<file path="src/qspi_pkg.sv">
// quad-SPI memory controller shared definitions
// bus structs, width types, command codes and sequencer states
`default_nettype none

package qspi_pkg;

	// sck runs at clk / (2 * SCK_HALF)
	localparam int SCK_HALF = 4;

	localparam logic [7:0] CMD_READ_QUAD  = 8'hEB;
	localparam logic [7:0] CMD_WRITE_QUAD = 8'h38;

	localparam int NUM_CS      = 3;
	localparam int AXI_ADDR_W  = 28;
	localparam int CFG_SEL_BIT = 27;

	localparam logic [1:0] RESP_OKAY   = 2'b00;
	localparam logic [1:0] RESP_SLVERR = 2'b10;

	typedef logic [31:0] word_t;
	typedef logic [23:0] flash_addr_t;
	typedef logic [3:0]  latency_t;
	typedef logic [1:0]  cs_sel_t;
	typedef logic [1:0]  acc_size_t;

	localparam acc_size_t SIZE_BYTE = 2'd0;
	localparam acc_size_t SIZE_HALF = 2'd1;
	localparam acc_size_t SIZE_WORD = 2'd2;

	// latency reset values per strap setting
	localparam latency_t LAT_INIT_0 = 4'd7;
	localparam latency_t LAT_INIT_1 = 4'd8;
	localparam latency_t LAT_INIT_2 = 4'd9;
	localparam latency_t LAT_INIT_3 = 4'd6;

	typedef struct packed {
		logic [AXI_ADDR_W-1:0] awaddr;
		logic                  awvalid;
		word_t                 wdata;
		logic [3:0]            wstrb;
		logic                  wvalid;
		logic                  bready;
		logic [AXI_ADDR_W-1:0] araddr;
		logic                  arvalid;
		logic                  rready;
	} axil_req_t;

	typedef struct packed {
		logic       awready;
		logic       wready;
		logic [1:0] bresp;
		logic       bvalid;
		logic       arready;
		word_t      rdata;
		logic [1:0] rresp;
		logic       rvalid;
	} axil_rsp_t;

	// one memory transaction, write data sits in the low bytes
	typedef struct packed {
		logic        write;
		acc_size_t   size;
		cs_sel_t     cs;
		flash_addr_t addr;
		word_t       wdata;
		latency_t    latency;
	} qspi_req_t;

	typedef struct packed {
		logic [NUM_CS-1:0] cs_n;
		logic              sio_oe;
		logic [3:0]        sio_out;
	} pin_ctl_t;

	typedef enum logic [2:0] {
		SEQ_IDLE,
		SEQ_CMD,
		SEQ_ADDR,
		SEQ_WDATA,
		SEQ_RWAIT,
		SEQ_RDATA
	} seq_state_e;

endpackage

`default_nettype wire
</file>
<file path="src/qspi_sequencer.sv">
// quad-SPI transaction sequencer
// sends command, address and write data, waits the read latency
// and collects read nibbles into a little-endian word
`timescale 1ns/10ps
`default_nettype none

module qspi_sequencer
	import qspi_pkg::*;
(
	input  logic       clk,
	input  logic       rst_n,
	input  logic       seq_valid,
	input  qspi_req_t  seq_req,
	output logic       seq_ready,
	output logic       seq_done,
	output word_t      seq_rdata,
	input  logic       sck_rise,
	input  logic       sck_fall,
	input  logic [3:0] sio_sync,
	output pin_ctl_t   pin_ctl
);

	seq_state_e state_q;
	logic [3:0] cnt_q;
	qspi_req_t  req_q;
	word_t      shift_q;
	logic       take;
	logic       last;
	logic [3:0] data_len_m1;
	logic [2:0] wr_idx;
	logic [7:0] cmd_byte;
	logic       cmd_bit;
	logic [3:0] addr_nib;
	logic [3:0] wr_nib;

	// requests are only taken on an sck fall in idle
	assign seq_ready = (state_q == SEQ_IDLE) && sck_fall;
	assign take      = seq_valid && seq_ready;
	assign last      = (cnt_q == 4'd0);
	assign seq_done  = sck_fall && last &&
		((state_q == SEQ_WDATA) || (state_q == SEQ_RDATA));

	always_comb begin
		case (req_q.size)
			SIZE_BYTE: data_len_m1 = 4'd1;
			SIZE_HALF: data_len_m1 = 4'd3;
			default:   data_len_m1 = 4'd7;
		endcase
	end

	always_ff @(posedge clk or negedge rst_n) begin
		if (!rst_n) begin
			state_q <= SEQ_IDLE;
			cnt_q   <= 4'd0;
		end else if (sck_fall) begin
			if (!last)
				cnt_q <= cnt_q - 4'd1;
			case (state_q)
				SEQ_IDLE: begin
					if (take) begin
						state_q <= SEQ_CMD;
						cnt_q   <= 4'd7;
					end
				end
				SEQ_CMD: begin
					if (last) begin
						state_q <= SEQ_ADDR;
						cnt_q   <= 4'd5;
					end
				end
				SEQ_ADDR: begin
					if (last) begin
						if (req_q.write) begin
							state_q <= SEQ_WDATA;
							cnt_q   <= data_len_m1;
						end else if (req_q.latency == '0) begin
							state_q <= SEQ_RDATA;
							cnt_q   <= 4'd7;
						end else begin
							// wait exactly latency sck cycles
							state_q <= SEQ_RWAIT;
							cnt_q   <= req_q.latency - 4'd1;
						end
					end
				end
				SEQ_RWAIT: begin
					if (last) begin
						state_q <= SEQ_RDATA;
						cnt_q   <= 4'd7;
					end
				end
				SEQ_WDATA, SEQ_RDATA: begin
					if (last)
						state_q <= SEQ_IDLE;
				end
				default: state_q <= SEQ_IDLE;
			endcase
		end
	end

	always_ff @(posedge clk) begin
		if (take)
			req_q <= seq_req;
	end

	// first nibble in ends up in the top bits
	always_ff @(posedge clk) begin
		if ((state_q == SEQ_RDATA) && sck_rise)
			shift_q <= {shift_q[27:0], sio_sync};
	end

	assign seq_rdata = {shift_q[7:0], shift_q[15:8], shift_q[23:16], shift_q[31:24]};

	assign cmd_byte = req_q.write ? CMD_WRITE_QUAD : CMD_READ_QUAD;
	assign cmd_bit  = cmd_byte[cnt_q[2:0]];
	assign addr_nib = req_q.addr[{cnt_q[2:0], 2'b00} +: 4];

	// lowest byte first, high nibble of each byte first
	assign wr_idx = data_len_m1[2:0] - cnt_q[2:0];
	assign wr_nib = req_q.wdata[{wr_idx[2:1], ~wr_idx[0], 2'b00} +: 4];

	always_comb begin
		pin_ctl.cs_n    = '1;
		pin_ctl.sio_oe  = 1'b0;
		pin_ctl.sio_out = 4'h0;
		if (state_q != SEQ_IDLE)
			pin_ctl.cs_n[req_q.cs] = 1'b0;
		case (state_q)
			SEQ_CMD: begin
				pin_ctl.sio_oe  = 1'b1;
				pin_ctl.sio_out = {3'b000, cmd_bit};
			end
			SEQ_ADDR: begin
				pin_ctl.sio_oe  = 1'b1;
				pin_ctl.sio_out = addr_nib;
			end
			SEQ_WDATA: begin
				pin_ctl.sio_oe  = 1'b1;
				pin_ctl.sio_out = wr_nib;
			end
			default: pin_ctl.sio_oe = 1'b0;
		endcase
	end

endmodule

`default_nettype wire

</file>
<file path="config.mk">
export PLATFORM = sky130hd
export DESIGN_NAME = qspi_sequencer
export DESIGN_NICKNAME = d
export VERILOG_FILES = /design/src/qspi_pkg.sv /design/src/qspi_sequencer.sv
export SDC_FILE = /design/constraint.sdc
export NUM_CORES = 1
export LEC_CHECK = 0
export BUFFER_PORTS_ARGS = -buffer_cell sky130_fd_sc_hd__buf_2
export CAP_MARGIN = 0
export CORE_UTILIZATION = 52
export DETAILED_ROUTE_END_ITERATION = 16
export PLACE_DENSITY_LB_ADDON = 0.12
export SKIP_LAST_GASP = 1
export SYNTH_ARGS = -nofsm -noshare
export SYNTH_HDL_FRONTEND = slang
export SYNTH_SLANG_ARGS = --single-unit
export TNS_END_PERCENT = 10
</file>
<file path="constraint.sdc">
create_clock -name clk -period 3.67 [get_ports clk]
set_input_delay 0.1835 -clock clk [delete_from_list [all_inputs] [get_ports clk]]
set_output_delay 0.1835 -clock clk [all_outputs]
set_load 0.02 [all_outputs]
</file>
==> flow_summary.ini <==
[global_route]
grt_overflow = 0
antenna_found_initial = 0
track_usage = 0.215
grt_pass1_wl_um = 13600
grt_pass1_vias = 2817
grt_max_degree = 68

[sta]
setup_viol = 0
rsz0062_at_grt = no
finClkSkew_ns = 0.0103
slew_headroom = 0.593
hold_viol_final = 0
fmax_ghz = 0.353
period_minus_slack_ns = 2.83
min_period_over_period = 0.771
finalSetupTns_ns = 0
worst_pin_slew_ns = 0.611
drv_slew = 0

[cells_and_area]
synthToLayoutAreaGrowth_pct = 35.6
antenna_cells = 0
num-nets-final = 505
fill_cells = 507
final_core_util = 0.738
drive_gt1_frac = 0.356
most-common-layout-cells = 115 x buf_2, 97 x edfxtp_1, 66 x dlygate4sd3_1, 12 x nand2_1, 11 x mux4_2
final_common_cell = buf_2

[detailed_routing]
ant_nets = 0
drt-wirelength-per-cell_um = 17.0
dr.pass1.iters = 4
dr_total_vias = 2806
routed_wirelength_um = 9080
vias_per_cell = 5.25
drc_errors = 0
drt_iter0_drc = 143

[status]
status = finished, final reports clean

[logic_synthesis]
async_flop_share = 0.0673
seq_area_frac_synth = 0.727
ys_types = 51
synth_cells = 247
synth_fp_nets = 325
synth_edf_count = 97
ys_warn_count = 0
synthFlopType = edfxtp_1
synth-seq-cells = 104
avgSynthCellArea_um2 = 17.2
syn-cell-area_um2 = 4250

[critical_path]
worstSetupPathType = reg2out
end_kind = output port
crit_path_max_fanout = 15
r2r_slack_ns = 0.92
start_kind = flip-flop
required_ns = 3.49
cp.arrival_ns = 2.65

[clock_network]
clockBufferDepth = 2
cts_resized = 0
clock_sinks = 104
path_clk_slew_ns = 0.10
clk-insertion-delay-late_ns = 0.35
cts_tree = built
cts_buffers = 9
ctsHtreeMaxLevel = 3
clock-root-buffer = clkbuf_8

[die]
placementRows = 32
dieWidth_um = 92.4
core_um2 = 7810
fp.dieH_um = 92.4
start_util = 0.544
pin_count = 116
dieArea_um2 = 8540

[worst_hold_path]
hp-class = in2reg

[power]
power_density_nw_per_um2 = 580
irDropWorstVdd_mv = 0.364
leakagePower_nw = 2.23

[placed_design]
io_buffers = 115
place_congestion = 0.831
dp_hpwl_um = 5300

[job]
cap_violations = 0
-- what timing repair did --
item / CTS / global route
hold buffers: 64 / 2
buffers inserted: 0 / 0
hold endpoints to repair: 70 / 2
-- power by group --
group	switching (mW)	leakage, nW	internal (mW)	total, mW
logic	0.547	1.17	0.532	1.08
registers	0.150	0.959	1.40	1.55
clock network	0.393	0.0994	0.323	0.716
-- final timing paths --
path,depth (start not counted),from,end
max in group asynchronous,2,rst_n,cnt_q[1]
min reg2reg,0,shift_q[7],shift_q[11]
max reg2reg,9,cnt_q[1],cnt_q[0]
max,6,cnt_q[1],pin_ctl[0]
min in group asynchronous,2,rst_n,cnt_q[3]
min,1,seq_req[37],req_q[37]
-- cell type report --
class	count	area (um2)	share of cell area
Clock buffer	9	124	0.0215
Sequential cell	104	3090	0.536
Inverter	9	36.3	0.00629
Clock inverter	7	78.8	0.0137
Tap cell	102	128	0.0221
Multi-Input combinational cell	119	1040	0.180
Timing Repair Buffer	184	1270	0.220
-- critical path, cell delays in order, from the launching register on --
cell	delay, ns
dfrtp_1	0.58
ha_1	0.61
mux4_2	0.35
mux2i_1	0.22
o22ai_1	0.11
a211o_1	0.26
buf_2	0.17
-- sequential cells by signal, indices dropped and copies added, names as in the netlist --
signal	count
req_q	65
shift_q	32
cnt_q	4
state_q	3
-- synthesized netlist by cell type (all sizes together) (2+ instances only) --
| cell | n | share of area |
|---|---|---|
| edfxtp | 97 | 0.69 |
| nand2 | 12 | 0.011 |
| buf | 11 | 0.017 |
| mux4 | 11 | 0.058 |
| o21ai | 11 | 0.014 |
| inv | 9 | 0.0085 |
| mux2i | 9 | 0.021 |
| a21oi | 8 | 0.012 |
| dfrtp | 7 | 0.041 |
| nor2 | 6 | 0.0053 |
| nor3 | 5 | 0.0071 |
| o22ai | 5 | 0.0074 |
| clkbuf | 4 | 0.0035 |
| ha | 4 | 0.012 |
| o31a | 4 | 0.0082 |
| xor2 | 4 | 0.0082 |
| and3 | 3 | 0.0044 |
| nand3 | 3 | 0.0035 |
| or3 | 3 | 0.0044 |
| xnor2 | 3 | 0.0062 |
| a31oi | 2 | 0.0029 |
| mux2 | 2 | 0.0062 |
| nand3b | 2 | 0.0035 |
| nor2b | 2 | 0.0029 |
| nor3b | 2 | 0.0074 |
| o211ai | 2 | 0.0035 |
-- per-stage QoR --
stage,setup WS (ns),power (mW),instances,hold WS [ns],instance area [um2]
3_3_place_gp,1.01,2.58,452,0.0346,4900
4_1_cts,0.796,3.37,532,0.000127,5750
3_5_place_dp,0.933,2.60,452,0.0440,4900
5_1_grt,0.706,3.52,534,-0.0107,5770
6_report,0.841,3.35,534,0.0117,5770
2_1_floorplan,0.766,2.38,247,-0.112,4250
-- kinds of logic after synthesis --
kind of cell             after synthesis  synth area share
XOR/XNOR                               8            0.0197
AND/OR/NAND/NOR                       43            0.0577
AO/OA/AOI/OAI                         42            0.0695
adder cells (fa/ha/maj)                4            0.0118
flip-flops                           104             0.727
multiplexers                          22            0.0857
buffers and inverters                 24            0.0291
-- layer usage --
metal / track usage / vias to the layer above / share of wire
li1: - / 1326 / -
met1: 0.248 / 1378 / 0.39
met2: 0.388 / 93 / 0.55
met3: 0.0583 / 9 / 0.049
met4: 0.0690 / 0 / 0.011
met5: 0 / - / 0
Note: power is estimated with default switching activity, not from simulation.
